[src/sram_fifo_params.svh]
// shared size macros for the two-port packet buffer front end
`ifndef SRAM_FIFO_PARAMS_SVH
`define SRAM_FIFO_PARAMS_SVH

// ingress ports sharing the buffer
`define SF_NUM_PORTS 2
// words in each port's ring region
`define SF_QUEUE_WORDS 64

// stream beat and buffer word data widths
`define SF_BEAT_BITS 32
`define SF_WORD_BITS 24

// small fifos between the stages
`define SF_FIFO_DEPTH 8
// almost full when fewer free slots than this
`define SF_FIFO_MARGIN 3

`endif

[src/stream_pkg.sv]
// ingress stream types: beat data, packet length and port index
`include "sram_fifo_params.svh"

package stream_pkg;

    // one full stream beat, no byte strobes
    typedef logic [`SF_BEAT_BITS-1:0] beat_data_t;

    // packet length in bytes, multiple of 4
    // only looked at on the first beat
    typedef logic [15:0] pkt_len_t;

    // which ingress port a word belongs to
    typedef logic [$clog2(`SF_NUM_PORTS)-1:0] port_id_t;

endpackage

[src/buffer_pkg.sv]
// buffer side types: tagged buffer word, egress word, address and credit
`include "sram_fifo_params.svh"

package buffer_pkg;

    import stream_pkg::*;

    // 24-bit payload plus the packing phase that made it
    // last marks the final word of a packet
    typedef struct packed {
        logic [`SF_WORD_BITS-1:0] data;
        logic [1:0]               phase;
        logic                     last;
    } mem_word_t;

    // egress word tagged with its source port
    typedef struct packed {
        port_id_t  port;
        mem_word_t word;
    } out_word_t;

    // offset inside one ring region
    typedef logic [$clog2(`SF_QUEUE_WORDS)-1:0] buf_off_t;

    // region select on top, offset below
    typedef struct packed {
        port_id_t port;
        buf_off_t offset;
    } buf_addr_t;

    // free words in a region, holds 0 up to SF_QUEUE_WORDS
    typedef logic [$clog2(`SF_QUEUE_WORDS+1)-1:0] credit_t;

endpackage

[src/packet_buffer.sv]
// shared buffer memory with one ring region per port, drained by the selected reader port
`timescale 1ns/10ps
`include "sram_fifo_params.svh"

module packet_buffer
    import stream_pkg::*;
    import buffer_pkg::*;
(
    input  logic                      clk,
    input  logic                      reset,
    input  logic                      bw_en,
    input  port_id_t                  bw_port,
    input  mem_word_t                 bw_word,
    input  port_id_t                  rd_port,
    output logic                      eg_valid,
    output out_word_t                 eg_word,
    input  logic                      eg_almost_full,
    output logic [`SF_NUM_PORTS-1:0]  free
);

    localparam int NUM = `SF_NUM_PORTS;

    mem_word_t mem [2**$bits(buf_addr_t)];

    // ring state per region
    buf_off_t  head [NUM];
    buf_off_t  tail [NUM];
    credit_t   fill [NUM];

    buf_addr_t wr_addr;
    buf_addr_t rd_addr;
    logic      move;
    logic [NUM-1:0] wr_hit;

    assign wr_addr = '{port: bw_port, offset: tail[bw_port]};
    assign rd_addr = '{port: rd_port, offset: head[rd_port]};

    ////////////////////////////////////////
    // drain path
    ////////////////////////////////////////

    // one word per cycle while the region has data and egress has room
    assign move     = (fill[rd_port] != '0) && !eg_almost_full;
    assign eg_valid = move;
    assign eg_word  = '{port: rd_port, word: mem[rd_addr]};

    // credit back to the packer for each word moved
    always_comb
    begin
        free = '0;
        free[rd_port] = move;
    end

    always_comb
    begin
        wr_hit = '0;
        if (bw_en)
            wr_hit[bw_port] = 1'b1;
    end

    ////////////////////////////////////////
    // ring pointers
    ////////////////////////////////////////
    always_ff @(posedge clk)
    begin
        if (reset)
        begin
            for (int p = 0; p < NUM; p++)
            begin
                head[p] <= '0;
                tail[p] <= '0;
                fill[p] <= '0;
            end
        end
        else
        begin
            for (int p = 0; p < NUM; p++)
            begin
                // offsets wrap at the region size
                if (wr_hit[p])
                    tail[p] <= tail[p] + 1'b1;
                if (free[p])
                    head[p] <= head[p] + 1'b1;
                case ({wr_hit[p], free[p]})
                    2'b10:   fill[p] <= fill[p] + 1'b1;
                    2'b01:   fill[p] <= fill[p] - 1'b1;
                    default: fill[p] <= fill[p];
                endcase
            end
        end
    end

    // admission already reserved the space
    always_ff @(posedge clk)
    begin
        if (bw_en)
            mem[wr_addr] <= bw_word;
    end

endmodule

[config.mk]
export PLATFORM = sky130hd
export DESIGN_NAME = packet_buffer
export DESIGN_NICKNAME = d
export VERILOG_FILES = /design/src/stream_pkg.sv /design/src/buffer_pkg.sv /design/src/packet_buffer.sv
export VERILOG_INCLUDE_DIRS = /design/src
export SDC_FILE = /design/constraint.sdc
export NUM_CORES = 2
export LEC_CHECK = 0
export ABC_CLOCK_PERIOD_IN_PS = 3900
export BUFFER_PORTS_ARGS = -buffer_cell sky130_fd_sc_hd__buf_2
export CAP_MARGIN = 30
export CORE_ASPECT_RATIO = 0.8
export CORE_MARGIN = 4
export CORE_UTILIZATION = 55
export CTS_CLUSTER_SIZE = 40
export DETAILED_ROUTE_END_ITERATION = 6
export PLACE_DENSITY = 0.71
export SYNTH_ARGS = -nofsm -noshare
export SYNTH_HDL_FRONTEND = slang
export SYNTH_SLANG_ARGS = --single-unit
[constraint.sdc]
create_clock -name clk -period 3.9 [get_ports clk]
set_clock_uncertainty 0.05 [all_clocks]
set_input_delay 0.39 -clock clk [delete_from_list [all_inputs] [get_ports clk]]
set_output_delay 0.39 -clock clk [all_outputs]
set_load 0.03 [all_outputs]
; ---- Yosys cells after proc, flatten, opt, wreduce, memory -nomap -nowiden
; Memories as Yosys holds them, arrays and structs flattened.
; Index checks and enable logic that the tools add are counted.
[totals]
register_bits = 0
mem_bits_rw = 3494
memories = 4
[mem_list]
columns = memory, depth, word_bits, read_ports, rd_clocked_by_memory_dff, write_ports, line
row1 = mem, 128, 27, 1, 0, 1, packet_buffer.sv:23  ; mem_word_t mem [2**$bits(buf_addr_t)];
row2 = fill, 2, 7, 3, 0, 2, packet_buffer.sv:28  ; credit_t fill [NUM];
row3 = head, 2, 6, 3, 0, 2, packet_buffer.sv:26  ; buf_off_t head [NUM];
row4 = tail, 2, 6, 3, 0, 2, packet_buffer.sv:27  ; buf_off_t tail [NUM];
[op_classes]
add_sub_neg = 8
magnitude_cmp = 4
n_eq_ne = 4
n_mux = 49
bitwise_logic = 11
reduce_logical = 7
[op_table]
columns = op, n
row1 = $mux 7, 6
row2 = $mux 1, 36
row3 = $add 6x1->6 const B, 4
row4 = $mux 6, 4
row5 = $add 7x1->7 const B, 2
row6 = $sub 7x1->7 const B, 2
row7 = $or 1x1->1, 10
row8 = $reduce_bool 7->1, 1
row9 = $eq 2x1->1 const B, 2
row10 = $eq 2x2->1 const B, 2
row11 = $lt 1x2->1 const B, 2
row12 = $reduce_or 2->1, 2
row13 = $logic_and 1x1->1, 3
row14 = $and 2x2->2, 1
row15 = $demux 1 s1, 2
row16 = $ge 1x1->1 const B, 2
row17 = $mux 2, 1
row18 = $logic_not 1->1, 1

; ---- Longest topological paths before layout
[logic_depth]
word_depth = 12
mapped_depth = 18
depth_no_buf = 15

; ---- Worst setup path after synthesis
; No wires, ideal clock.
[synth_timing]
kind = in2reg
from = in rd_port
to = mem fill[1][3] in the netlist's numbering (data pin)
t_arrival_ns = 3.529
t_required_ns = 3.581
slack_ns = 0.052
path_stages = 13
path_cell_list = buf_6 buf_6 buf_4 nor4_1 a21oi_1 inv_1 a31oi_1 nand2_1 ha_1 o41ai_1 nor3_1 a221oi_1 o22ai_1
[synth_lines]
columns = element, line
row1 = start: declaration, packet_buffer.sv:14  ; input port_id_t rd_port,
row2 = end: declaration, packet_buffer.sv:28

==> impl_metrics.ini <==
[run_status]
status = finished, violations left
violations = DRC, setup timing

[yosys]
synth_largest_area_cell = edfxtp_1
yosys_warnings = 0
synth-edff-count = 3494
synth-xor-area-share = 0.00140
synth_fp_nets = 9103
synth_top_family_by_area = simple AND/OR/NAND/NOR gates
synthAdderAreaFrac = 0.00151
syn-cell-area_sq_um = 138000
ys.flop_type = edfxtp_1
synth_compound_area_frac = 0.0553
ys_seq_area_frac = 0.761
synth_area_leaders = edfxtp_1, mux2i_1, nand2_1
synth-seq-cells = 3494
synth-simple-area-share = 0.0911
postSynthCellCount = 9054
synth_area_per_cell_sq_um = 15.2
muxShareOfSynthArea = 0.0680
ys_types = 65
synth_top_area_share = 0.761
async_reset_ff_frac = 0

[pwr]
ir_drop_mv = 0.383
switching_share = 0.250
p_per_area_nw_per_um2 = 507
clockPowerShare = 0.370
power.switching_uw = 21200
totalPowerFinal_uw = 84800
p_int_uw = 63500
pwr-share-seq = 0.490
leakage_uw = 0.0562
comb_power_share = 0.140

[sta]
postLayoutSetupSlackWorst_ns = -0.752
min_period_over_period = 1.19
tightest_slew_ns = 1.13
slew_violations = 0
hold_viol = 0
slew_headroom = 0.246
rsz0062_at_grt = true
fmax_ghz = 0.215
period_minus_slack_ns = 4.65
setup_violations = 27

[placed_design]
placedCellCount = 12700
hpwl_mm = 240
dp_slack_ns = -1.15
gp_congestion = 0.926
io_buffers = 63

[critical_path]
path_cells = buf_4 > buf_4 > nand2_1 > a21boi_4 > buf_12 > buf_12 > buf_4 > a21oi_1 > nor4_2 > buf_4 > o32ai_2 > buf_4 > a21oi_1 > buf_4 > buf_4
cp_common_cell = buf_4
cp-startpoint = head[1][2]$_SDFFCE_PN0P_
reg2regPathDepth = 5
rrSetupSlack_ns = 0.62
startpoint_type = flop
critPathArrivalTime_ns = 4.21
cp_slowest_cell = edfxtp_1
timing.rr.end = mem[41][0]$_DFFE_PP_
r2r-start = tail[0][2]$_SDFFCE_PN0P_
crit_type = flop to output pin
required_ns = 3.46
end_kind = output pin
worst-path-max-fanout = 16
max_stage_delay_ns = 0.40

[clock_network]
clk_pin_slew_ns = 0.07
cts_buffer_depth = 4
cts_tree = done
clk_latency_ns = 0.90
cts-root-buf = clkbuf_16
clock_sinks = 3494
htreeDepth = 5
cts_made_buffers = 337

[finish]
fin_nets = 10000
area_growth_pct = 21.4
drive_gt1_frac = 0.228
post-route-util = 0.671
fin_cells = 13600

[min_path]
hold_depth = 1
min_from = bw_word[18]
whs_endpoint = mem[32][18]$_DFFE_PP_
min_path_type = input port to flop

[detailed_routing]
route.detailed.drc = 1
wl_per_cell_um = 31.8
drt_wl_total_mm = 431
viasPerCell = 6.62
dr.first_iter.drc_count = 15200
vias = 89800
final_antenna_net_count = 0
dr.pass1.iters = 7

[grt]
grt_pass1_vias = 85600
grt_use_met2 = 0.470
grt_util_met3 = 0.0978
grt_pass1_wl_mm = 607
grt.busiest_layer = met2
use_met1 = 0.461
antenna_found_initial = 12
track_usage = 0.323
grt_max_degree = 129
grt-ovfl-total = 0

[floorplanning]
fp.dieW_um = 568
fp-row-count = 164
dieArea_sq_um = 259000
core_area_sq_um = 250000
die_y_um = 456
io-pin-count = 64
start_util = 0.552

[job]
max-cap-violations = 0
layer usage:
metal | vias up | share of wire
li1 | 36800 | -
met3 | 976 | 0.16
met1 | 44600 | 0.36
met2 | 7356 | 0.44
met4 | 0 | 0.044
met5 | - | 0
synth_stat cells, drive strengths merged, types with 19 or more instances:
cell type  instances
edfxtp          3494
nand2           1730
mux2i            731
nand3            724
a21oi            435
o221ai           325
clkbuf           310
buf              274
nor2             220
nor3             139
a31oi            134
mux4              87
nor4              81
o22ai             58
o21ai             52
a311oi            28
nand4             25
a2111oi           21
inv               19
sequential cells by signal, summed over array words and instances, names as in the netlist:
signal and cells:
mem 3456, fill 14, head 12, tail 12
area by class of cell:
cell class	instances	area (sq um)
sequential	3494	105000
fill	15900	82200
multi-input combinational	4957	34500
timing repair buffer	1162	13300
clock buffer	425	8910
tap	3320	4150
clock inverter	170	1440
inverter	20	75.1
antenna	6	15.0
kinds of logic (layout without fill, tap and decap cells):
group                    count (synthesis)  count (layout)
XOR/XNOR                                22              22
buffers and inverters                  604            1777
AO/OA/AOI/OAI                         1135            1135
other                                    0               6
multiplexers                           825             826
adder cells (fa/ha/maj)                 16              16
AND/OR/NAND/NOR                       2958            2958
flip-flops                            3494            3494
how the worst max path moves through the flow:
stage                                 to  slack [ns]  cells past startpoint
global placement             eg_word[20]       -1.09                     16
detailed placement           eg_word[24]       -1.15                     14
finish                       eg_word[17]       -0.75                     15
global route                 eg_word[26]       -0.83                     15
floorplan           fill[1][3]$_DFFE_PP_        0.05                     13
CTS                          eg_word[22]       -0.69                     15
placed cells by master, fill, tap and decap left out, types with 25 or more instances in the layout:
cell          n
buf_12      168
clkbuf_1     81
buf_8        26
bufbuf_16    27
nor2_4       82
nor4_2       27
nor3_4       27
o21ai_0      30
a31oi_1     109
nand2_1    1729
nand4_1      25
nor4_4       37
nor3_1       84
buf_6       102
nor2_1       81
nor2_2       57
nand3_1     709
mux2i_1     700
o221ai_2    115
o221ai_1    201
edfxtp_1   3494
clkbuf_16   356
mux4_2       87
buf_16       52
o22ai_1      46
clkinv_2     55
a21oi_2      81
nor3_2       28
buf_4       755
clkinv_1     68
a21oi_1     344
worst max-delay path: cells and delay by family, from the launching register on:
family / cells / cell delay (ns)
simple gates: 2 / 0.47
compound gates: 4 / 0.65
flops: 1 / 0.40
buf+inv: 9 / 1.74
stage by stage:
step | hold slack, ns | area [sq um] | setup TNS, ns
5_1_grt | 0.0148 | 167000 | -18.61
4_1_cts | 0.000422 | 165000 | -15.08
2_1_floorplan | 0.439 | 138000 | 0
3_3_place_gp | 0.545 | 149000 | -14.80
6_report | 0.0434 | 167000 | -17.31
3_5_place_dp | 0.561 | 149000 | -14.36
power by group through the flow:
stage	Combinational, uW	Clock, uW	Sequential [uW]
CTS	10900	31400	41600
global route	12200	33200	41500
finish	11800	31400	41600
detailed placement	9260	0	42400
global placement	9060	0	42300
floorplan	4610	0	42300
repair_timing:
item                                    CTS  global route
resized for setup                       641           297
endpoints found under the hold margin   155             2
hold buffers                              9             1
setup buffers                           112            62
cloned                                   46            12
pin swaps                               146           131
endpoints found under the setup margin   27            27
Note: power is estimated with default switching activity, not from simulation.
