===== src/sram_fifo_params.svh =====
// shared size macros for the two-port packet buffer front end
`ifndef SRAM_FIFO_PARAMS_SVH
`define SRAM_FIFO_PARAMS_SVH

// ingress ports sharing the buffer
`define SF_NUM_PORTS 2
// words in each port's ring region
`define SF_QUEUE_WORDS 64

// stream beat and buffer word data widths
`define SF_BEAT_BITS 32
`define SF_WORD_BITS 24

// small fifos between the stages
`define SF_FIFO_DEPTH 8
// almost full when fewer free slots than this
`define SF_FIFO_MARGIN 3

`endif


===== src/word_fifo.sv =====
// small synchronous fifo with a typed payload and an almost-full flag
`timescale 1ns/10ps
`include "sram_fifo_params.svh"

module word_fifo #(
    parameter type payload_t = logic [7:0]
) (
    input  logic     clk,
    input  logic     reset,
    input  logic     in_valid,
    input  payload_t in_data,
    output logic     in_ready,
    output logic     out_valid,
    output payload_t out_data,
    input  logic     out_ready,
    output logic     almost_full
);

    localparam int unsigned DEPTH    = `SF_FIFO_DEPTH;
    localparam int unsigned PTR_BITS = $clog2(DEPTH);
    // count above this leaves fewer than SF_FIFO_MARGIN free
    localparam logic [PTR_BITS:0] AF_LEVEL = (PTR_BITS+1)'(DEPTH - `SF_FIFO_MARGIN);
    localparam logic [PTR_BITS:0] FULL_LEVEL = (PTR_BITS+1)'(DEPTH);
    localparam logic [PTR_BITS-1:0] LAST_SLOT = PTR_BITS'(DEPTH - 1);

    payload_t            store [DEPTH];
    logic [PTR_BITS-1:0] wr_ptr;
    logic [PTR_BITS-1:0] rd_ptr;
    logic [PTR_BITS:0]   count;
    logic                push;
    logic                pop;

    // flags straight from the count
    assign in_ready    = (count != FULL_LEVEL);
    assign out_valid   = (count != '0);
    assign almost_full = (count > AF_LEVEL);

    assign push = in_valid && in_ready;
    assign pop  = out_valid && out_ready;

    // head entry always visible
    assign out_data = store[rd_ptr];

    ////////////////////////////////////////
    // pointers and occupancy
    ////////////////////////////////////////
    always_ff @(posedge clk)
    begin
        if (reset)
        begin
            wr_ptr <= '0;
            rd_ptr <= '0;
            count  <= '0;
        end
        else
        begin
            if (push)
                wr_ptr <= (wr_ptr == LAST_SLOT) ? '0 : wr_ptr + 1'b1;
            if (pop)
                rd_ptr <= (rd_ptr == LAST_SLOT) ? '0 : rd_ptr + 1'b1;
            // push and pop together leave count alone
            case ({push, pop})
                2'b10:   count <= count + 1'b1;
                2'b01:   count <= count - 1'b1;
                default: count <= count;
            endcase
        end
    end

    // storage
    always_ff @(posedge clk)
    begin
        if (push)
            store[wr_ptr] <= in_data;
    end

endmodule

===== config.mk =====
export PLATFORM = sky130hd
export DESIGN_NAME = word_fifo
export DESIGN_NICKNAME = d
export VERILOG_FILES = /design/src/word_fifo.sv
export VERILOG_INCLUDE_DIRS = /design/src
export SDC_FILE = /design/constraint.sdc
export NUM_CORES = 1
export LEC_CHECK = 0
export ABC_CLOCK_PERIOD_IN_PS = 3100
export BUFFER_PORTS_ARGS = -buffer_cell sky130_fd_sc_hd__buf_4
export CAP_MARGIN = 20
export CORE_ASPECT_RATIO = 1.4
export CORE_UTILIZATION = 35
export CTS_CLUSTER_SIZE = 10
export DETAILED_ROUTE_END_ITERATION = 8
export GPL_TIMING_DRIVEN = 0
export PLACE_DENSITY = 0.57
export REMOVE_ABC_BUFFERS = 1
export SYNTH_ARGS = -nofsm -noshare
export SYNTH_HDL_FRONTEND = slang
export SYNTH_SLANG_ARGS = --single-unit

===== constraint.sdc =====
create_clock -name clk -period 3.1 [get_ports clk]
set_input_delay 0.465 -clock clk [delete_from_list [all_inputs] [get_ports clk]]
set_output_delay 0.465 -clock clk [all_outputs]
set_load 0.05 [all_outputs]

# Yosys cells after proc, flatten, opt, wreduce, memory -nomap -nowiden
# Memory sizes are Yosys's and may differ from the RTL's. A register that Yosys moved wholly into a read port is not among the register bits.
# Index checks and enable logic that the tools add are counted.
# W data, S select, Z words.
# totals
register_bits	10
latchBits	0
mem_bits_rw	64
romBits	0
in_bits	12
output_inout_bits	11
mem_count	1
# mem_list
name	words	width	rd	rd_clocked_by_memory_dff	wr	line	rtl
store	8	8	1	1	1	word_fifo.sv:26	payload_t store [DEPTH];
# op_classes
add_sub_neg	4
multipliers	0
n_div	0
order_cmp	1
eq_ne	5
shifts	0
mux	7
bitwise	0
reduce_logical	4
# op_table
op	count
$mux W3	4
$pmux W4 S2	1
$add A3 B1 Y3 const B	2
$eq A3 B3 Y1 const B	2
$add A4 B1 Y4 const B	1
$gt A4 B3 Y1 const B	1
$ne A4 B4 Y1 const B	1
$reduce_bool A4 Y1	1
$sub A4 B1 Y4 const B	1
$eq A2 B1 Y1 const B	1
$eq A2 B2 Y1 const B	1
$logic_and A1 B1 Y1	2
$mux W1	2
$reduce_bool A2 Y1	1

# Longest topological paths before layout
# Gate-level depths: netlist (run 1).
# depth
depth_word	4
depth_mapped	11
ltp_nobuf	10

# Least setup slack after synthesis (run 1)
# Ideal clock, no wire load.
# synth_timing
path_type	register to register
from	register count[1]
to	register count[2]
setup_time_ns	0.070
arrival_time_ns	2.460
required_ns	3.030
slack_ns	0.570
stages_incl_launch_ff	12
n_path_buf	1
period_less_slack_ns	2.530
cell_sequence	dfxtp_1 > buf_6 > or4_4 > nand2_1 > inv_1 > ha_1 > xor2_1 > ha_1 > a21oi_1 > xor2_1 > or3_1 > a21oi_1
# synth_via
elab_chain_cells	4
word_cells_on_any_way	10
classes_between	add/sub (2); eq/ne (3); mux (1); reduce/logical (4)
# synth_rtl
item	line	rtl
from (decl)	word_fifo.sv:29	logic [PTR_BITS:0] count;
from (signal assigned)	word_fifo.sv:63	2'b10: count <= count + 1'b1;
from (signal assigned)	word_fifo.sv:64	2'b01: count <= count - 1'b1;
from (signal assigned)	word_fifo.sv:65	default: count <= count;
$reduce_bool A4 Y1 (*)	word_fifo.sv:35	assign out_valid = (count != '0);
net out_valid	word_fifo.sv:13	output logic out_valid,
$logic_and A1 B1 Y1 (*)	word_fifo.sv:39	assign pop = out_valid && out_ready;
$eq A2 B1 Y1 or $eq A2 B2 Y1 (tied branches)	word_fifo.sv:62	case ({push, pop})
$pmux W4 S2 or $reduce_bool A2 Y1 (tied branches)	-	
# The timed path passes the listed nets; every way through them passes the cells marked *.
# A chain may end at the register's enable or synchronous reset.

==> results.yml, run 1 <==
clock_tree:
  postCtsSetupBuffers: 0
  clk_pin_slew_ns: 0.06
  cts_tree: "done"
  clock_sinks: 77
  cts-root-buf: "clkbuf_16"
  clock_path_buffers: 2
  cts_made_buffers: 9
  post_cts_resized: 0
  cts.htree.levels: 3
  clock_latency_ns: 0.33
  holdBufCountCts: 0
detailed_routing:
  first_iter_violations: 115
  drcViolationCount: 0
  wl_um: 5410
  drt-wirelength-per-cell_um: 17.3
  firstDrtPassIters: 4
  detail-route-antenna-nets: 0
  vias_per_cell: 5.06
  routed-via-count: 1579
job:
  maxCapViolCount: 0
die:
  fp.dieW_um: 82.9
  io_pins: 23
  rows: 41
  start_util_pct: 35.7
  die-area_um2: 9560
  fp.dieH_um: 115
  core_area_um2: 8980
cells_and_area:
  drive_gt1_share_pct: 30.7
  antenna_cells: 0
  final_nets: 219
  finish.instance_area_um2: 3730
  final_cells: 312
  area_growth_syn_to_layout_pct: 16.1
placed_design:
  port_buffers: 22
  place_area_um2: 3450
  hpwl_um: 3570
  gp_congestion: 0.646
  place_inst: 296
synth:
  netlist.area_leader.share_pct: 59.9
  yosys.area.top_type: "edfxtp_1"
  synth_edf_count: 64
  netlist_area_um2: 3210
  ys_ff_latch: 77
  synth-main-ff-cell: "edfxtp_1"
  yosysWarnings: 0
  ys_seq_area_share_pct: 68.0
  ys_async_sr_fraction_pct: 0
  avgSynthCellArea_um2: 18.7
  synthCells: 172
  ys_types: 34
  synthTopCellsByArea: "edfxtp_1 (60%), mux4_1 (9.0%), dfxtp_1 (8.1%), mux4_2 (3.5%), mux2_2 (3.2%)"
timing:
  fin_crit_sh_pct: 93.1
  drv_slew: 0
  whs_ns: 0.371
  hold_viol: 0
  grt_setup_unrepaired: "false"
  relSlewSlack_pct: 34.5
  fmax_ghz: 0.347
  skew_ns: 0.00470
  post-route-min-period_ns: 2.89
  setup_viol: 0
  tightest_slew_ns: 0.979
  setup_tns_ns: 0
critical_path:
  crit_fanout: 16
  setup.worst_path.end_class: "primary output"
  crit_arrival_ns: 2.42
  critPathLaunchType: "flip-flop"
  path_class: "reg -> out"
  critical_path_required_ns: 2.63
grt:
  grt_pass1_vias: 1670
  grt_max_degree: 17
  antenna_found_initial: 0
  grt_usage_pct: 12.5
  grt-ovfl-total: 0
  grt_pass1_wl_um: 8600
pwr:
  ir_drop_mv: 0.521
  powerDensity_nw_per_um2: 805
  leakage_nw: 1.28
  total_power_mw: 3.00
run_status:
  status: "finished, final reports clean"
worst_hold_path:
  hold_class: "in -> reg"
[final timing paths]
| check | start | end | slack [ns] | depth (start not counted) |
|---|---|---|---|---|
| hold / removal | in_data[3] | store[7][3] | 0.37 | 1 |
| hold reg to reg | rd_ptr[2] | rd_ptr[2] | 0.49 | 2 |
| setup reg to reg | count[0] | count[2] | 0.57 | 10 |
| setup / recovery | flip-flop | out_data[4] | 0.21 | 3 |
[synthesized netlist by cell type (4+ instances only)]
master,instances
mux2_2,9
edfxtp_1,64
a21oi_1,6
mux4_2,5
ha_1,7
nor3_1,4
dfxtp_1,13
mux4_1,11
nand2_1,7
nor2_1,7
[worst max-delay path: stages, from the launching register on]
cell and delay (ns):
dfxtp_1 0.95, mux4_1 0.65, mux2_2 0.30, buf_4 0.19
[kinds of logic after synthesis]
family          after synthesis  synth area share, %
xor+xnor                      3                0.819
mux                          26                 16.0
flops                        77                 68.0
simple gates                 38                 7.17
compound gates               12                 2.26
buf+inv                       9                 3.04
fa+ha+maj                     7                 2.73
[cells in the final DEF, fill, tap and decap left out]
cell,instances
dfxtp_1,13
or4b_4,1
nor2_1,7
a21oi_1,6
edfxtp_1,64
mux2i_1,1
o21ai_0,3
mux4_1,11
clkbuf_16,9
or3_1,2
inv_1,1
clkbuf_1,3
or3_2,1
mux2_2,9
nand2b_1,3
or4_4,1
ha_1,7
nand2_1,7
mux4_2,5
clkinv_2,1
clkbuf_8,2
nand2_2,2
nor3_1,2
nor3_2,2
nand4b_1,2
buf_4,25
xor2_1,3
nor4_2,1
a21oi_2,2
nor3b_1,1
or3b_2,1
clkinv_1,1
nor2b_1,1
nand3_1,3
a32o_1,1
nand2_8,1
[layout make-up]
type	instances	area (um2)
inverter	1	3.75
clock buffer	14	264
sequential	77	2180
clock inverter	2	8.76
tap	107	134
multi-input combinational	86	946
timing repair buffer	25	188
fill	799	5250
[report_power, final]
group          leakage (nW)  switching (mW)  internal (mW)
combinational         0.463           0.426          0.337
sequential            0.687           0.103           1.20
clock                 0.134           0.357          0.582
[through the flow]
stage	setup WS, ns	utilization (%)
finish	0.215	41.5
detailed placement	0.497	38.5
global route	0.0726	41.5
global placement	0.198	38.0
floorplan	0.614	-
CTS	0.146	41.5
[sequential cells by signal, indices dropped and copies added (netlist names), named ones only]
| name | count |
|---|---|
| count | 4 |
| rd_ptr | 3 |
| wr_ptr | 3 |
| store | 64 |
[per-layer routing]
layer / vias up / GRT usage [%] / part of all wire, %
met2: 26 / 22.6 / 54
met3: 8 / 3.30 / 2.9
met1: 798 / 13.4 / 41
met5: - / 0 / 0
li1: 747 / - / -
met4: 0 / 6.90 / 2.1
Power figures use the tool's default switching activity.
==> inputs of run 2 (changes only) <==
--- a/config.mk
+++ b/config.mk
@@ -6,6 +6,7 @@
 export SDC_FILE = /design/constraint.sdc
 export NUM_CORES = 1
 export LEC_CHECK = 0
+export ABC_AREA = 1
 export ABC_CLOCK_PERIOD_IN_PS = 3100
 export BUFFER_PORTS_ARGS = -buffer_cell sky130_fd_sc_hd__buf_4
 export CAP_MARGIN = 20
@@ -16,6 +17,7 @@
 export GPL_TIMING_DRIVEN = 0
 export PLACE_DENSITY = 0.57
 export REMOVE_ABC_BUFFERS = 1
+export SETUP_SLACK_MARGIN = 0.05
 export SYNTH_ARGS = -nofsm -noshare
 export SYNTH_HDL_FRONTEND = slang
 export SYNTH_SLANG_ARGS = --single-unit
==> results.yml, run 2 <==
synth:
  synthCells: 275
  ys_types: 27
  netlist_area_um2: 3230
  synth-main-ff-cell: "edfxtp_1"
  synthTopCellsByArea: "edfxtp_1 (59%), dfxtp_1 (8.1%), nor2_1 (5.3%), nand2_1 (4.8%), o21ai_0 (3.4%)"
  ys_seq_area_share_pct: 67.5
  avgSynthCellArea_um2: 11.8
  synth_common_cells: "edfxtp_1 (64), nor2_1 (46), nand2_1 (41), o21ai_0 (22)"
  yosysWarnings: 0
  netlist.area_leader.share_pct: 59.5
  ys_async_sr_fraction_pct: 0
  synth_edf_count: 64
  ys_ff_latch: 77
  yosys.area.top_type: "edfxtp_1"
  synth_most_common_cell: "edfxtp_1"
grt:
  grt_pass1_vias: 1999
  grt_max_degree: 33
  grt_usage_pct: 13.6
  top_usage_layer: "met2"
  grt-ovfl-total: 0
  antenna_found_initial: 0
  met2_usage_pct: 25.1
  use_met1_pct: 14.0
  met3_usage_pct: 3.92
  grt_pass1_wl_um: 9740
timing:
  setup_viol: 0
  tightest_slew_ns: 0.996
  hold_viol: 0
  drv_slew: 0
  post-route-min-period_ns: 2.79
  fmax_ghz: 0.358
  setup_tns_ns: 0
  fin_crit_sh_pct: 90.0
  relSlewSlack_pct: 33.5
  grt_setup_unrepaired: "false"
  skew_ns: 0.00837
critical_path:
  crit_arrival_ns: 2.33
  critPathLaunchType: "flip-flop"
  path_class: "reg -> out"
  critPathSlowestCell: "dfxtp_1"
  rr_worst_depth: 6
  setup.worst_path.end_class: "primary output"
  path_cells: "inv_2 -> o21ai_0 -> o21ai_1 -> nand2_1 -> nand2_1 -> buf_4"
  rrSetupSlack_ns: 1.04
  crit_buf_inv: 2
  r2r-start: "count[0]"
  slowest_delay_ns: 0.87
  path_common_cell: "nand2_1"
  worst_r2r_endpoint: "store[1][5]"
  crit_fanout: 24
  cp_top_family: "flip-flops"
  critical_path_required_ns: 2.63
detailed_routing:
  routed-via-count: 2053
  first_iter_violations: 119
  drt-wirelength-per-cell_um: 14.9
  detail-route-antenna-nets: 0
  vias_per_cell: 5.01
  wl_um: 6100
  firstDrtPassIters: 4
  drcViolationCount: 0
clock_tree:
  post_cts_resized: 0
  cts.htree.levels: 3
  cts-root-buf: "clkbuf_16"
  clk_pin_slew_ns: 0.06
  cts_tree: "done"
  clock_latency_ns: 0.33
  clock_sinks: 77
  postCtsSetupBuffers: 0
  cts_made_buffers: 9
  clock_path_buffers: 2
  holdBufCountCts: 0
cells_and_area:
  top_regs: "store (64), count (4)"
  fill_cells: 816
  drive_gt1_share_pct: 15.5
  ff_latch_area_um2: 2180
  largest_reg_flops: 64
  top_register: "store"
  final_core_util_pct: 42.2
  antenna_cells: 0
  layout_commonest_cell: "edfxtp_1"
  final_nets: 317
  mostFrequentLayoutCells: "edfxtp_1 (64), nor2_1 (46), nand2_1 (41)"
  area_growth_syn_to_layout_pct: 17.3
  multiInputGateArea_um2: 895
die:
  core_area_um2: 8980
  io_pins: 23
  start_util_pct: 36.0
  die-area_um2: 9630
  fp.dieH_um: 116
  fp.dieW_um: 83.2
  rows: 41
worst_hold_path:
  worstHoldEndpoint: "store[4][5]"
  hold_class: "in -> reg"
  worstHoldStart: "in_data[5]"
  min_delay_path_depth: 1
pwr:
  ir_drop_mv: 0.560
  powerDensity_nw_per_um2: 923
  leakage_nw: 1.40
run_status:
  status: "finished, final reports clean"
job:
  maxCapViolCount: 0
placed_design:
  hpwl_um: 3800
  gp_congestion: 0.692
  port_buffers: 22
[run 2: changes by cell type after synthesis, sizes merged, moves of 3 or more]
cell / before / now
o22ai: 0 / 8
mux2i: 1 / 8
mux4: 16 / 0
nand3: 3 / 6
mux2: 9 / 0
inv: 1 / 16
nor3: 4 / 0
nand2b: 3 / 0
or3: 3 / 0
nor2: 7 / 50
o21ai: 3 / 36
nand2: 10 / 42
[run 2: cells by family after synthesis]
group	share of synthesized area [%]
compound gates	8.75
xor+xnor	0.813
fa+ha+maj	2.71
buf+inv	4.80
flops	67.5
mux	2.48
simple gates	12.9
[run 2: worst max path at each step]
stage,start,end,slack (ns),cells past startpoint
2_1_floorplan,flip-flop,out_data[0],0.83,5
3_5_place_dp,flip-flop,out_data[0],0.61,6
4_1_cts,flip-flop,out_data[0],0.24,6
6_report,flip-flop,out_data[0],0.31,6
5_1_grt,flip-flop,out_data[3],0.09,6
3_3_place_gp,flip-flop,out_data[0],0.13,6
[run 2: final cells by class]
cell class / instances / area share, %
Clock buffer: 10 / 6.04
Tap cell: 107 / 3.53
Sequential cell: 77 / 57.6
Inverter: 16 / 1.58
Timing Repair Buffer: 23 / 4.75
Clock inverter: 6 / 2.91
Multi-Input combinational cell: 171 / 23.6
[run 2: stage by stage]
step	cell area [um2]	hold slack, ns	power (mW)	cells	setup slack (ns)
floorplan	3140	0.456	2.06	264	0.831
global route	3790	0.359	3.68	410	0.0887
CTS	3790	0.356	3.53	410	0.243
finish	3790	0.366	3.50	410	0.309
global placement	3440	0.480	2.32	393	0.133
detailed placement	3450	0.488	2.36	394	0.606
[run 2: report_power, final]
part           switching [mW]  internal, mW  leakage, nW  total, mW
combinational           0.671         0.333        0.555       1.00
sequential              0.101          1.23        0.688       1.33
clock                   0.382         0.786        0.161       1.17
total                    1.15          2.34         1.40       3.50
[run 2: routing by layer]
metal	vias up	share of wire (%)	routed length (um)
met5	-	0	0
met4	0	2.6	160
met3	13	4.9	297
met2	46	52	3140
met1	987	41	2500
li1	1007	-	-
