==> config.mk <==
export PLATFORM = sky130hd
export DESIGN_NAME = stream_packer
export DESIGN_NICKNAME = d
export VERILOG_FILES = /design/src/stream_pkg.sv /design/src/buffer_pkg.sv /design/src/stream_packer.sv
export VERILOG_INCLUDE_DIRS = /design/src
export SDC_FILE = /design/constraint.sdc
export NUM_CORES = 1
export LEC_CHECK = 0
export ABC_AREA = 1
export BUFFER_PORTS_ARGS = -buffer_cell sky130_fd_sc_hd__buf_2
export CAP_MARGIN = 20
export CORE_ASPECT_RATIO = 1.1
export CORE_UTILIZATION = 40
export DETAILED_ROUTE_END_ITERATION = 16
export GPL_TIMING_DRIVEN = 1
export MAX_ROUTING_LAYER = met4
export SYNTH_ARGS = -nofsm -noshare
export SYNTH_HDL_FRONTEND = slang
export SYNTH_SLANG_ARGS = --single-unit
==> constraint.sdc <==
create_clock -name clk -period 17 [get_ports clk]
set_input_delay 0.85 -clock clk [delete_from_list [all_inputs] [get_ports clk]]
set_output_delay 0.85 -clock clk [all_outputs]
set_load 0.05 [all_outputs]
==> src/sram_fifo_params.svh <==
// shared size macros for the two-port packet buffer front end
`ifndef SRAM_FIFO_PARAMS_SVH
`define SRAM_FIFO_PARAMS_SVH

// ingress ports sharing the buffer
`define SF_NUM_PORTS 2
// words in each port's ring region
`define SF_QUEUE_WORDS 64

// stream beat and buffer word data widths
`define SF_BEAT_BITS 32
`define SF_WORD_BITS 24

// small fifos between the stages
`define SF_FIFO_DEPTH 8
// almost full when fewer free slots than this
`define SF_FIFO_MARGIN 3

`endif

==> src/stream_pkg.sv <==
// ingress stream types: beat data, packet length and port index
`include "sram_fifo_params.svh"

package stream_pkg;

    // one full stream beat, no byte strobes
    typedef logic [`SF_BEAT_BITS-1:0] beat_data_t;

    // packet length in bytes, multiple of 4
    // only looked at on the first beat
    typedef logic [15:0] pkt_len_t;

    // which ingress port a word belongs to
    typedef logic [$clog2(`SF_NUM_PORTS)-1:0] port_id_t;

endpackage

==> src/buffer_pkg.sv <==
// buffer side types: tagged buffer word, egress word, address and credit
`include "sram_fifo_params.svh"

package buffer_pkg;

    import stream_pkg::*;

    // 24-bit payload plus the packing phase that made it
    // last marks the final word of a packet
    typedef struct packed {
        logic [`SF_WORD_BITS-1:0] data;
        logic [1:0]               phase;
        logic                     last;
    } mem_word_t;

    // egress word tagged with its source port
    typedef struct packed {
        port_id_t  port;
        mem_word_t word;
    } out_word_t;

    // offset inside one ring region
    typedef logic [$clog2(`SF_QUEUE_WORDS)-1:0] buf_off_t;

    // region select on top, offset below
    typedef struct packed {
        port_id_t port;
        buf_off_t offset;
    } buf_addr_t;

    // free words in a region, holds 0 up to SF_QUEUE_WORDS
    typedef logic [$clog2(`SF_QUEUE_WORDS+1)-1:0] credit_t;

endpackage

==> src/stream_packer.sv <==
// per-port packer: admits or drops whole packets and repacks 32-bit beats into 24-bit words
`timescale 1ns/10ps
`include "sram_fifo_params.svh"

module stream_packer
    import stream_pkg::*;
    import buffer_pkg::*;
(
    input  logic        clk,
    input  logic        reset,
    input  logic        s_valid,
    input  beat_data_t  s_data,
    input  pkt_len_t    s_len,
    input  logic        s_last,
    output logic        s_ready,
    output logic        wr_valid,
    output mem_word_t   wr_word,
    input  logic        wr_ready,
    input  logic        wr_almost_full,
    input  logic        free,
    output logic [15:0] drop_count
);

    logic [1:0]  phase;
    logic [1:0]  next_phase;
    beat_data_t  prev_data;
    logic        prev_last;
    logic        running;
    logic        first_beat;
    logic        admit_q;
    credit_t     credit;
    credit_t     reserve;
    logic [15:0] need;
    logic        fits;
    logic        admit_now;
    logic        take;
    logic        store;
    logic        hold;
    logic        flush_pending;
    logic        next_valid;
    mem_word_t   next_word;

    ////////////////////////////////////////
    // handshakes and admission
    ////////////////////////////////////////

    // output word not yet taken by the queue
    assign hold = wr_valid && !wr_ready;
    // leftover bytes of a finished packet still to go out
    assign flush_pending = prev_last && ((phase == 2'd1) || (phase == 2'd2));

    // no beat in phase 3, during a flush or while the queue fills
    assign s_ready = running && (phase != 2'd3) && !flush_pending
                     && !wr_almost_full && !hold;
    assign take = s_valid && s_ready;

    // words needed for the packet, ceil(len/3)
    assign need = (s_len + 16'd2) / 16'd3;
    assign fits = (16'(credit) >= need);
    // decision made on the first beat, kept for the rest
    assign admit_now = first_beat ? fits : admit_q;
    assign store = take && admit_now;
    // whole packet reserved at admission
    assign reserve = (take && first_beat && fits) ? credit_t'(need) : '0;

    ////////////////////////////////////////
    // repacking
    ////////////////////////////////////////
    always_comb
    begin
        next_valid = 1'b0;
        next_phase = phase;
        next_word.data  = '0;
        next_word.phase = phase;
        next_word.last  = 1'b0;
        if (!hold)
        begin
            if (phase == 2'd3)
            begin
                // stall word, upper three bytes of the held beat
                next_valid = 1'b1;
                next_word.data = prev_data[31:8];
                next_word.last = prev_last;
                next_phase = 2'd0;
            end
            else if (store)
            begin
                next_valid = 1'b1;
                next_phase = phase + 2'd1;
                case (phase)
                    2'd0:    next_word.data = s_data[23:0];
                    2'd1:    next_word.data = {s_data[15:0], prev_data[31:24]};
                    default: next_word.data = {s_data[7:0], prev_data[31:16]};
                endcase
            end
            else if (flush_pending)
            begin
                // zero padded tail
                next_valid = 1'b1;
                next_word.last = 1'b1;
                next_phase = 2'd0;
                if (phase == 2'd1)
                    next_word.data = {16'd0, prev_data[31:24]};
                else
                    next_word.data = {8'd0, prev_data[31:16]};
            end
        end
    end

    ////////////////////////////////////////
    // control state
    ////////////////////////////////////////
    always_ff @(posedge clk)
    begin
        if (reset)
        begin
            running    <= 1'b0;
            phase      <= 2'd0;
            prev_last  <= 1'b0;
            first_beat <= 1'b1;
            admit_q    <= 1'b0;
            wr_valid   <= 1'b0;
            credit     <= credit_t'(`SF_QUEUE_WORDS);
            drop_count <= '0;
        end
        else
        begin
            running <= 1'b1;
            phase   <= next_phase;
            if (!hold)
                wr_valid <= next_valid;
            if (store)
                prev_last <= s_last;
            if (take)
            begin
                first_beat <= s_last;
                if (first_beat)
                    admit_q <= fits;
            end
            // one word back per buffer read
            credit <= credit - reserve + credit_t'(free);
            // count a drop once, on its last beat
            if (take && s_last && !admit_now)
                drop_count <= drop_count + 16'd1;
        end
    end

    // payload registers
    always_ff @(posedge clk)
    begin
        if (store)
            prev_data <= s_data;
        if (!hold && next_valid)
            wr_word <= next_word;
    end

endmodule

After elaboration in Yosys (flattened, before gate mapping)
Index checks and enable logic that the tools add are counted.
- flip-flop bits (word level): 89
- input port bits: 55
- output and inout bits: 45
- $add $sub $neg: 5
- divide/modulo/power cells: 1
- order comparisons: 1
- equal/unequal tests: 4
- multiplexer cells: 17
- bitwise logic cells: 1
- reductions and logical operators: 22
- operator list (kind ; count):
    $mux W24 ; 2
    $pmux W24 S2 ; 1
    $mux W16 ; 2
    $add A16 B1 Y16 const B ; 1
    $add A16 B2 Y16 const B ; 1
    $div A16 B2 Y16 const B ; 1
    $ge A7 B16 Y1 ; 1
    $logic_and A1 B1 Y1 ; 13
    $mux W1 ; 8
    $add A7 B1 Y7 ; 1
    $mux W7 ; 1
    $sub A7 B7 Y7 ; 1
    $mux W2 ; 3
    $logic_not A1 Y1 ; 5
    $eq A2 B2 Y1 const B ; 2
    $reduce_bool A3 Y1 ; 1
    $add A2 B1 Y2 const B ; 1
    $eq A2 B1 Y1 const B ; 1
    $logic_not A2 Y1 ; 1
    $ne A2 B2 Y1 const B ; 1
    $reduce_and A2 Y1 ; 1
    $logic_or A1 B1 Y1 ; 1
    $not A1 Y1 ; 1

Logic depth before layout (Yosys ltp)
Gate-level depths: netlist of the first run.
- depth in word-level cells: 13
- mapped depth: 76
- gate-level depth less buffers: 76

Worst setup path before layout of the first run
OpenSTA, ideal clock, no wires.
- kind: in2reg
- start: in s_len[1]
- end: reg credit[6]
- setup time: 0.124 ns
- arrival: 8.565 ns
- data required time: 16.876 ns
- setup slack: 8.311 ns
- cell stages on the path: 69
- path buffers: 0
- cells stage by stage: ha_1 -> nand3_1 -> nor2_2 -> nand3_1 -> nand2_1 -> nand2_2 -> inv_2 -> nand3_2 -> nand2_1 -> inv_1 -> o21ai_2 -> nand2_2 -> o21ai_2 -> nand2_2 -> o21ai_2 -> nand2_2 -> o21ai_1 -> nand2_1 -> [... 33 more ...] -> a2111o_1 -> nor2_1 -> nand2_1 -> inv_1 -> ha_1 -> inv_1 -> ha_1 -> inv_1 -> fa_1 -> o31ai_1 -> inv_1 -> nor2_1 -> nor2_1 -> nor2_1 -> nor2_1 -> xor2_1 -> a21oi_1 -> o21ai_0
- word-level cells in the longest chain between the ends: 7
- ends and longest elaborated chain (what ; RTL line ; text):
    start, declared ; stream_packer.sv:13 ; input pkt_len_t s_len,
    $add A16 B2 Y16 (*) ; stream_packer.sv:58 ; assign need = (s_len + 16'd2) / 16'd3;
    $div A16 B2 Y16 (*) ; stream_packer.sv:58 ;
    $ge A7 B16 Y1 ; stream_packer.sv:59 ; assign fits = (16'(credit) >= need);
    $logic_and A1 B1 Y1 ; stream_packer.sv:64 ; assign reserve = (take && first_beat && fits) ? credit_t'(need) : '0;
    $mux W7 (*) ; stream_packer.sv:64 ;
    $sub A7 B7 Y7 (*) ; stream_packer.sv:141 ; credit <= credit - reserve + credit_t'(free);
    $add A7 B1 Y7 (*) ; stream_packer.sv:141 ;
    end signal, assigned ; stream_packer.sv:123 ; credit <= credit_t'(`SF_QUEUE_WORDS);
    end signal, assigned ; stream_packer.sv:141 ;
    end, declared ; stream_packer.sv:31 ; credit_t credit;
Mark *: on every way between the ends. The rest lies on a longest branch, timed or not.
A chain may end at the register's enable or synchronous reset.

Final worst setup path of the first run
Same ends and word-level chain as after synthesis.

==> flow_summary.toml, run 1 <==
[outcome]
status = "completed"

[cts]
clock-sinks = 81
postCtsSetupBuffers = 0
cts-resized-gates = 0
cts_max_level = 3
clk_pin_slew_ns = 0.05
clockBufferDepth = 2
cts_root_buffer = "clkbuf_16"
cts_tree = "yes"
cts-buffers-inserted = 9
clkLatencyLatePin_ns = 0.33
hold_buffers = 0

[final_layout]
layout-drive-gt1-share_pct = 20.42
antennaDiodeCount = 0
stdcell_area_um2 = 6377
fillers = 1280
final_nets = 886
area_delta_synth_final_pct = 17.69

[worst_hold_path]
hold_end = "admit_q"
whs_path_depth = 2
hold_start = "admit_q"
hold_class = "flop to flop"

[setup_path]
r2r-end = "credit[6]"
cp_slowest_cell = "a2111o_1"
r2r_slack_ns = 12.21
critPathBufInv = 13
critPathArrivalTime_ns = 9.83
worstPathRequired_ns = 17.21
cp-start-kind = "input pin"
worstReg2RegStart = "phase[0]"
cp_slowest_stage_delay_ns = 0.44
cp_max_fo = 7
cpMostUsedCell = "nand2_1"
worst-setup-path-type = "input pin to flop"
cp_top_family = "simple AND/OR/NAND/NOR gates"
crit_path_end_kind = "flop"
r2r_cells = 22

[placed_design]
hpwl_um = 9368
gp_congestion = 0.8538
placed_area_um2 = 6063
post-place-ws_ns = 7.013
port_buffers = 99

[route]
drc_errors = 0
drt-initial-drc-count = 314
avgRoutedWirePerCell_um = 13.04
routed_wl_um = 12630
drtAntennaViolNets = 0
vias = 4911
vias_per_cell = 5.068
drtPass1Iterations = 4

[sta]
fmax_ghz = 0.1039
holdWs_ns = 0.4635
finalHoldViolCount = 0
tightest_slew_ns = 1.010
timing.slew.headroom_pct = 32.39
finalMaxSlewViolations = 0
rsz0062_at_grt = "false"
fin_tns_setup_ns = 0
fin_crit_sh_pct = 56.60
min_period_ns = 9.622
fin_skew_ns = 0.005253
setup_viol = 0
fin_ws_ns = 7.378

[global_route]
grt_usage_pct = 19.22
antenna_found_initial = 0
grt_pass1_vias = 4524
grt_max_degree = 53
grt_pass1_wl_um = 20730
grt_overflow = 0

[synth]
ys_top_cells_by_count = "134 x nand2_1, 127 x inv_1, 55 x nor2_1"
synth_warnings = 0
synth_fp_nets = 795
yosys-top-cells-area = "edfxtp_1 28%, dfxtp_1 11%, nand2_1 9.3%"
yosys.area.top_type_share_pct = 28.26
synth_area_um2 = 5419
synth_enable_flop_cells = 51
async_flop_share_pct = 0
ys_seq_area_share_pct = 39.34
synth.distinct_cells = 44
synthCells = 712
synth_flop_cell = "edfxtp_1"
yosysMostFrequentCell = "nand2_1"
ys_seq_elements = 81
avgSynthCellArea_um2 = 7.611
synth_top_cell_by_area = "edfxtp_1"

[run]
maxCapViolations = 0

[power]
p_leak_nw = 3.095
ir_drop_uv = 54.01
total_power_mw = 0.5523
p_per_area_nw_per_um2 = 86.61

[floorplanning]
die_area_um2 = 14020
io_pins = 100
die_x_um = 113.0
die_h_um = 124.1
start_util_pct = 41.01
design.core.area_um2 = 13210
num_rows = 44
-- tightest hold or removal path, delay by kind of cell, from the launching register on --
kind               cells  cell delay (ns)
AOI/OAI and AO/OA      1             0.05
and+or+nand+nor        1             0.06
DFF                    1             0.30
-- worst max-delay path by stage --
stage | slack [ns] | depth (start not counted) | startpoint | end
2_1_floorplan | 8.31 | 69 | s_len[1] | credit[6]
3_3_place_gp | 7.42 | 74 | s_len[1] | credit[6]
3_5_place_dp | 7.01 | 72 | s_len[1] | credit[6]
4_1_cts | 7.35 | 72 | s_len[1] | credit[6]
5_1_grt | 6.06 | 74 | s_len[1] | credit[6]
6_report | 7.38 | 72 | s_len[1] | credit[6]
-- report_power, final --
part / internal (mW) / total [mW] / switching (mW) / leakage [nW]
clock network: 0.124 / 0.197 / 0.0737 / 0.157
registers: 0.213 / 0.216 / 0.00334 / 0.710
logic: 0.0539 / 0.139 / 0.0847 / 2.23
-- sequential cells by signal (all words and copies together), names as in the netlist --
| signal | count |
|---|---|
| prev_last | 1 |
| wr_word | 27 |
| drop_count | 16 |
| admit_q | 1 |
| credit | 7 |
| first_beat | 1 |
| running | 1 |
| prev_data | 24 |
| phase | 2 |
| wr_valid | 1 |
-- metal layers --
| layer | vias up | routed length [um] | global-route usage [%] |
|---|---|---|---|
| met5 | - | 0 | - |
| met4 | 0 | 265 | 8.306 |
| met3 | 15 | 599 | 2.384 |
| met2 | 130 | 6104 | 31.33 |
| met1 | 2215 | 5664 | 24.27 |
| li1 | 2551 | - | - |
-- through the flow --
step / util [%] / instances
6_report: 48.27 / 969
3_3_place_gp: 45.89 / 953
2_1_floorplan: - / 712
5_1_grt: 48.27 / 969
3_5_place_dp: 45.89 / 953
4_1_cts: 48.27 / 969
-- cells in the final DEF, fill, tap and decap left out, drive strengths merged, types with 4 or more instances in the layout --
| cell | synthesis | final |
|---|---|---|
| a21oi | 38 | 38 |
| buf | 0 | 101 |
| clkbuf | 21 | 15 |
| dfxtp | 30 | 30 |
| edfxtp | 51 | 51 |
| ha | 27 | 27 |
| inv | 136 | 136 |
| nand2 | 147 | 147 |
| nand3 | 57 | 57 |
| nand4 | 4 | 4 |
| nor2 | 62 | 62 |
| nor3 | 12 | 12 |
| o211ai | 14 | 14 |
| o21a | 5 | 5 |
| o21ai | 53 | 53 |
| o21bai | 5 | 5 |
| o221ai | 18 | 18 |
| xor2 | 7 | 7 |
-- layout make-up --
type,count,area [um^2],area share [%]
multi-input combinational,473,2705,42.42
tap,161,201.4,3.159
clock inverter,1,5.005,0.07848
clock buffer,15,309.0,4.846
sequential,81,2132,33.43
inverter,137,514.2,8.064
timing repair buffer,101,510.5,8.005
-- logic make-up after synthesis --
kind of cell	Yosys count	share of synthesized area, %
AND/OR/NAND/NOR	288	24.06
buffers and inverters	158	10.94
AO/OA/AOI/OAI	147	17.43
flip-flops	81	39.34
adder cells (fa/ha/maj)	28	6.603
XOR/XNOR	10	1.616
Note: power is estimated with default switching activity, not from simulation.
==> inputs of run 2 (changes only) <==
==> constraint.sdc (replaced) <==
create_clock -name clk -period 9.3 [get_ports clk]
set_input_delay 0.465 -clock clk [delete_from_list [all_inputs] [get_ports clk]]
set_output_delay 0.465 -clock clk [all_outputs]
set_load 0.05 [all_outputs]
==> flow_summary.toml, run 2 (synthesis results as in run 1) <==
[outcome]
status = "completed"

[placed_design]
gp_congestion = 0.8524
port_buffers = 99
hpwl_um = 9666
placed_area_um2 = 6086

[power]
p_per_area_nw_per_um2 = 156.6
power_switching_mw = 0.3153
p_leak_nw = 3.147
p_clk_share_pct = 33.3
combPwrFrac_pct = 28.3
ir_drop_uv = 92.59
seqPwrFrac_pct = 38.4
switching_share_pct = 30.61
total_power_mw = 1.030
intPower_mw = 0.7146

[setup_path]
worst-setup-path-type = "input pin to flop"
critPathArrivalTime_ns = 8.84
cp_slowest_cell = "a2111o_1"
crit_path_end_kind = "flop"
cp_max_fo = 7
cp-start-kind = "input pin"
cpMostUsedCell = "nand2_1"
cp_slowest_stage_delay_ns = 0.39
cp_top_family = "simple AND/OR/NAND/NOR gates"
worstPathRequired_ns = 9.52
critPathBufInv = 14

[cts]
clkLatencyLatePin_ns = 0.34
hold_buffers = 0
cts-buffers-inserted = 9
clk_pin_slew_ns = 0.06
cts_max_level = 3
clock-sinks = 81
cts_tree = "yes"
clockBufferDepth = 2
cts_root_buffer = "clkbuf_16"

[sta]
min_period_ns = 8.614
finalMaxSlewViolations = 0
tightest_slew_ns = 0.8145
setup_viol = 0
fmax_ghz = 0.1161
fin_crit_sh_pct = 92.62
fin_skew_ns = 0.007638
timing.slew.headroom_pct = 45.64
holdWs_ns = 0.2958
finalHoldViolCount = 0

[final_layout]
fillers = 1302
layout-drive-gt1-share_pct = 24.60
antennaDiodeCount = 0
layout.area.seq_um2 = 2132
multi_input_area_um2 = 2865
largestRegisters = "wr_word (27), prev_data (24), drop_count (16)"
final_common_cell = "inv_1"
utilization_pct = 49.76
layout_common_cells = "127 x inv_1, 126 x nand2_1, 98 x buf_2"
largest_register = "wr_word"
area_delta_synth_final_pct = 21.33
largest_reg_flops = 27
final_nets = 895
stdcell_area_um2 = 6575

[route]
drtAntennaViolNets = 0
avgRoutedWirePerCell_um = 13.38
drt-initial-drc-count = 251
drc_errors = 0
vias_per_cell = 5.095
vias = 4983
drtPass1Iterations = 5
routed_wl_um = 13080

[floorplanning]
die_x_um = 113.0
start_util_pct = 41.01
design.core.area_um2 = 13210
num_rows = 44
io_pins = 100
die_h_um = 124.1
die_area_um2 = 14020

[global_route]
grt_overflow = 0
grt_pass1_vias = 4546
grt_usage_pct = 19.36
grt_pass1_wl_um = 20760
grt_max_degree = 52
antenna_found_initial = 0

[run]
maxCapViolations = 0

[worst_hold_path]
hold_class = "input pin to flop"
==> run 2: path summary, 6_finish.rpt <==
path,from,endpoint,slack [ns],cells after the start
worst min-delay path,s_data[30],prev_data[30],0.30,1
worst max register to register,phase[0],credit[6],4.92,23
worst min register to register,drop_count[15],drop_count[15],0.47,2
worst max-delay path,s_len[1],credit[6],0.69,75
==> run 2: layout make-up <==
type,instances,share of cell area (%)
tap,161,3.064
clock inverter,4,0.6851
inverter,137,7.821
timing repair buffer,110,8.830
clock buffer,12,3.597
multi-input combinational,473,43.58
sequential,81,32.43
==> run 2: power groups by stage <==
| stage | clock, mW | sequential, mW | combinational [mW] |
|---|---|---|---|
| finish | 0.343 | 0.396 | 0.291 |
| global route | 0.363 | 0.396 | 0.330 |
| floorplan | 0 | 0.403 | 0.198 |
| global placement | 0 | 0.403 | 0.243 |
| CTS | 0.350 | 0.396 | 0.256 |
| detailed placement | 0 | 0.403 | 0.253 |
==> run 2: routing by layer <==
layer	global-route usage, %	routed length [um]	part of all wire [%]	up-vias
li1	-	-	-	2573
met1	24.13	6046	46	2278
met2	31.79	6352	49	115
met3	2.530	432	3.3	17
met4	8.470	249	1.9	0
met5	-	0	0	-
==> run 2: timing repair <==
item | in CTS | in global routing
endpoints found under the setup margin | 0 | 5
gates resized for setup | 0 | 39
setup buffers | 0 | 6
==> run 2: through the flow <==
stage          setup slack (ns)  setup TNS [ns]  std cells
2_1_floorplan            0.9957               0        712
3_3_place_gp             0.2614               0        956
3_5_place_dp            -0.1516         -0.1516        956
4_1_cts                  0.1865               0        972
5_1_grt                -0.06567        -0.06567        978
6_report                 0.6861               0        978
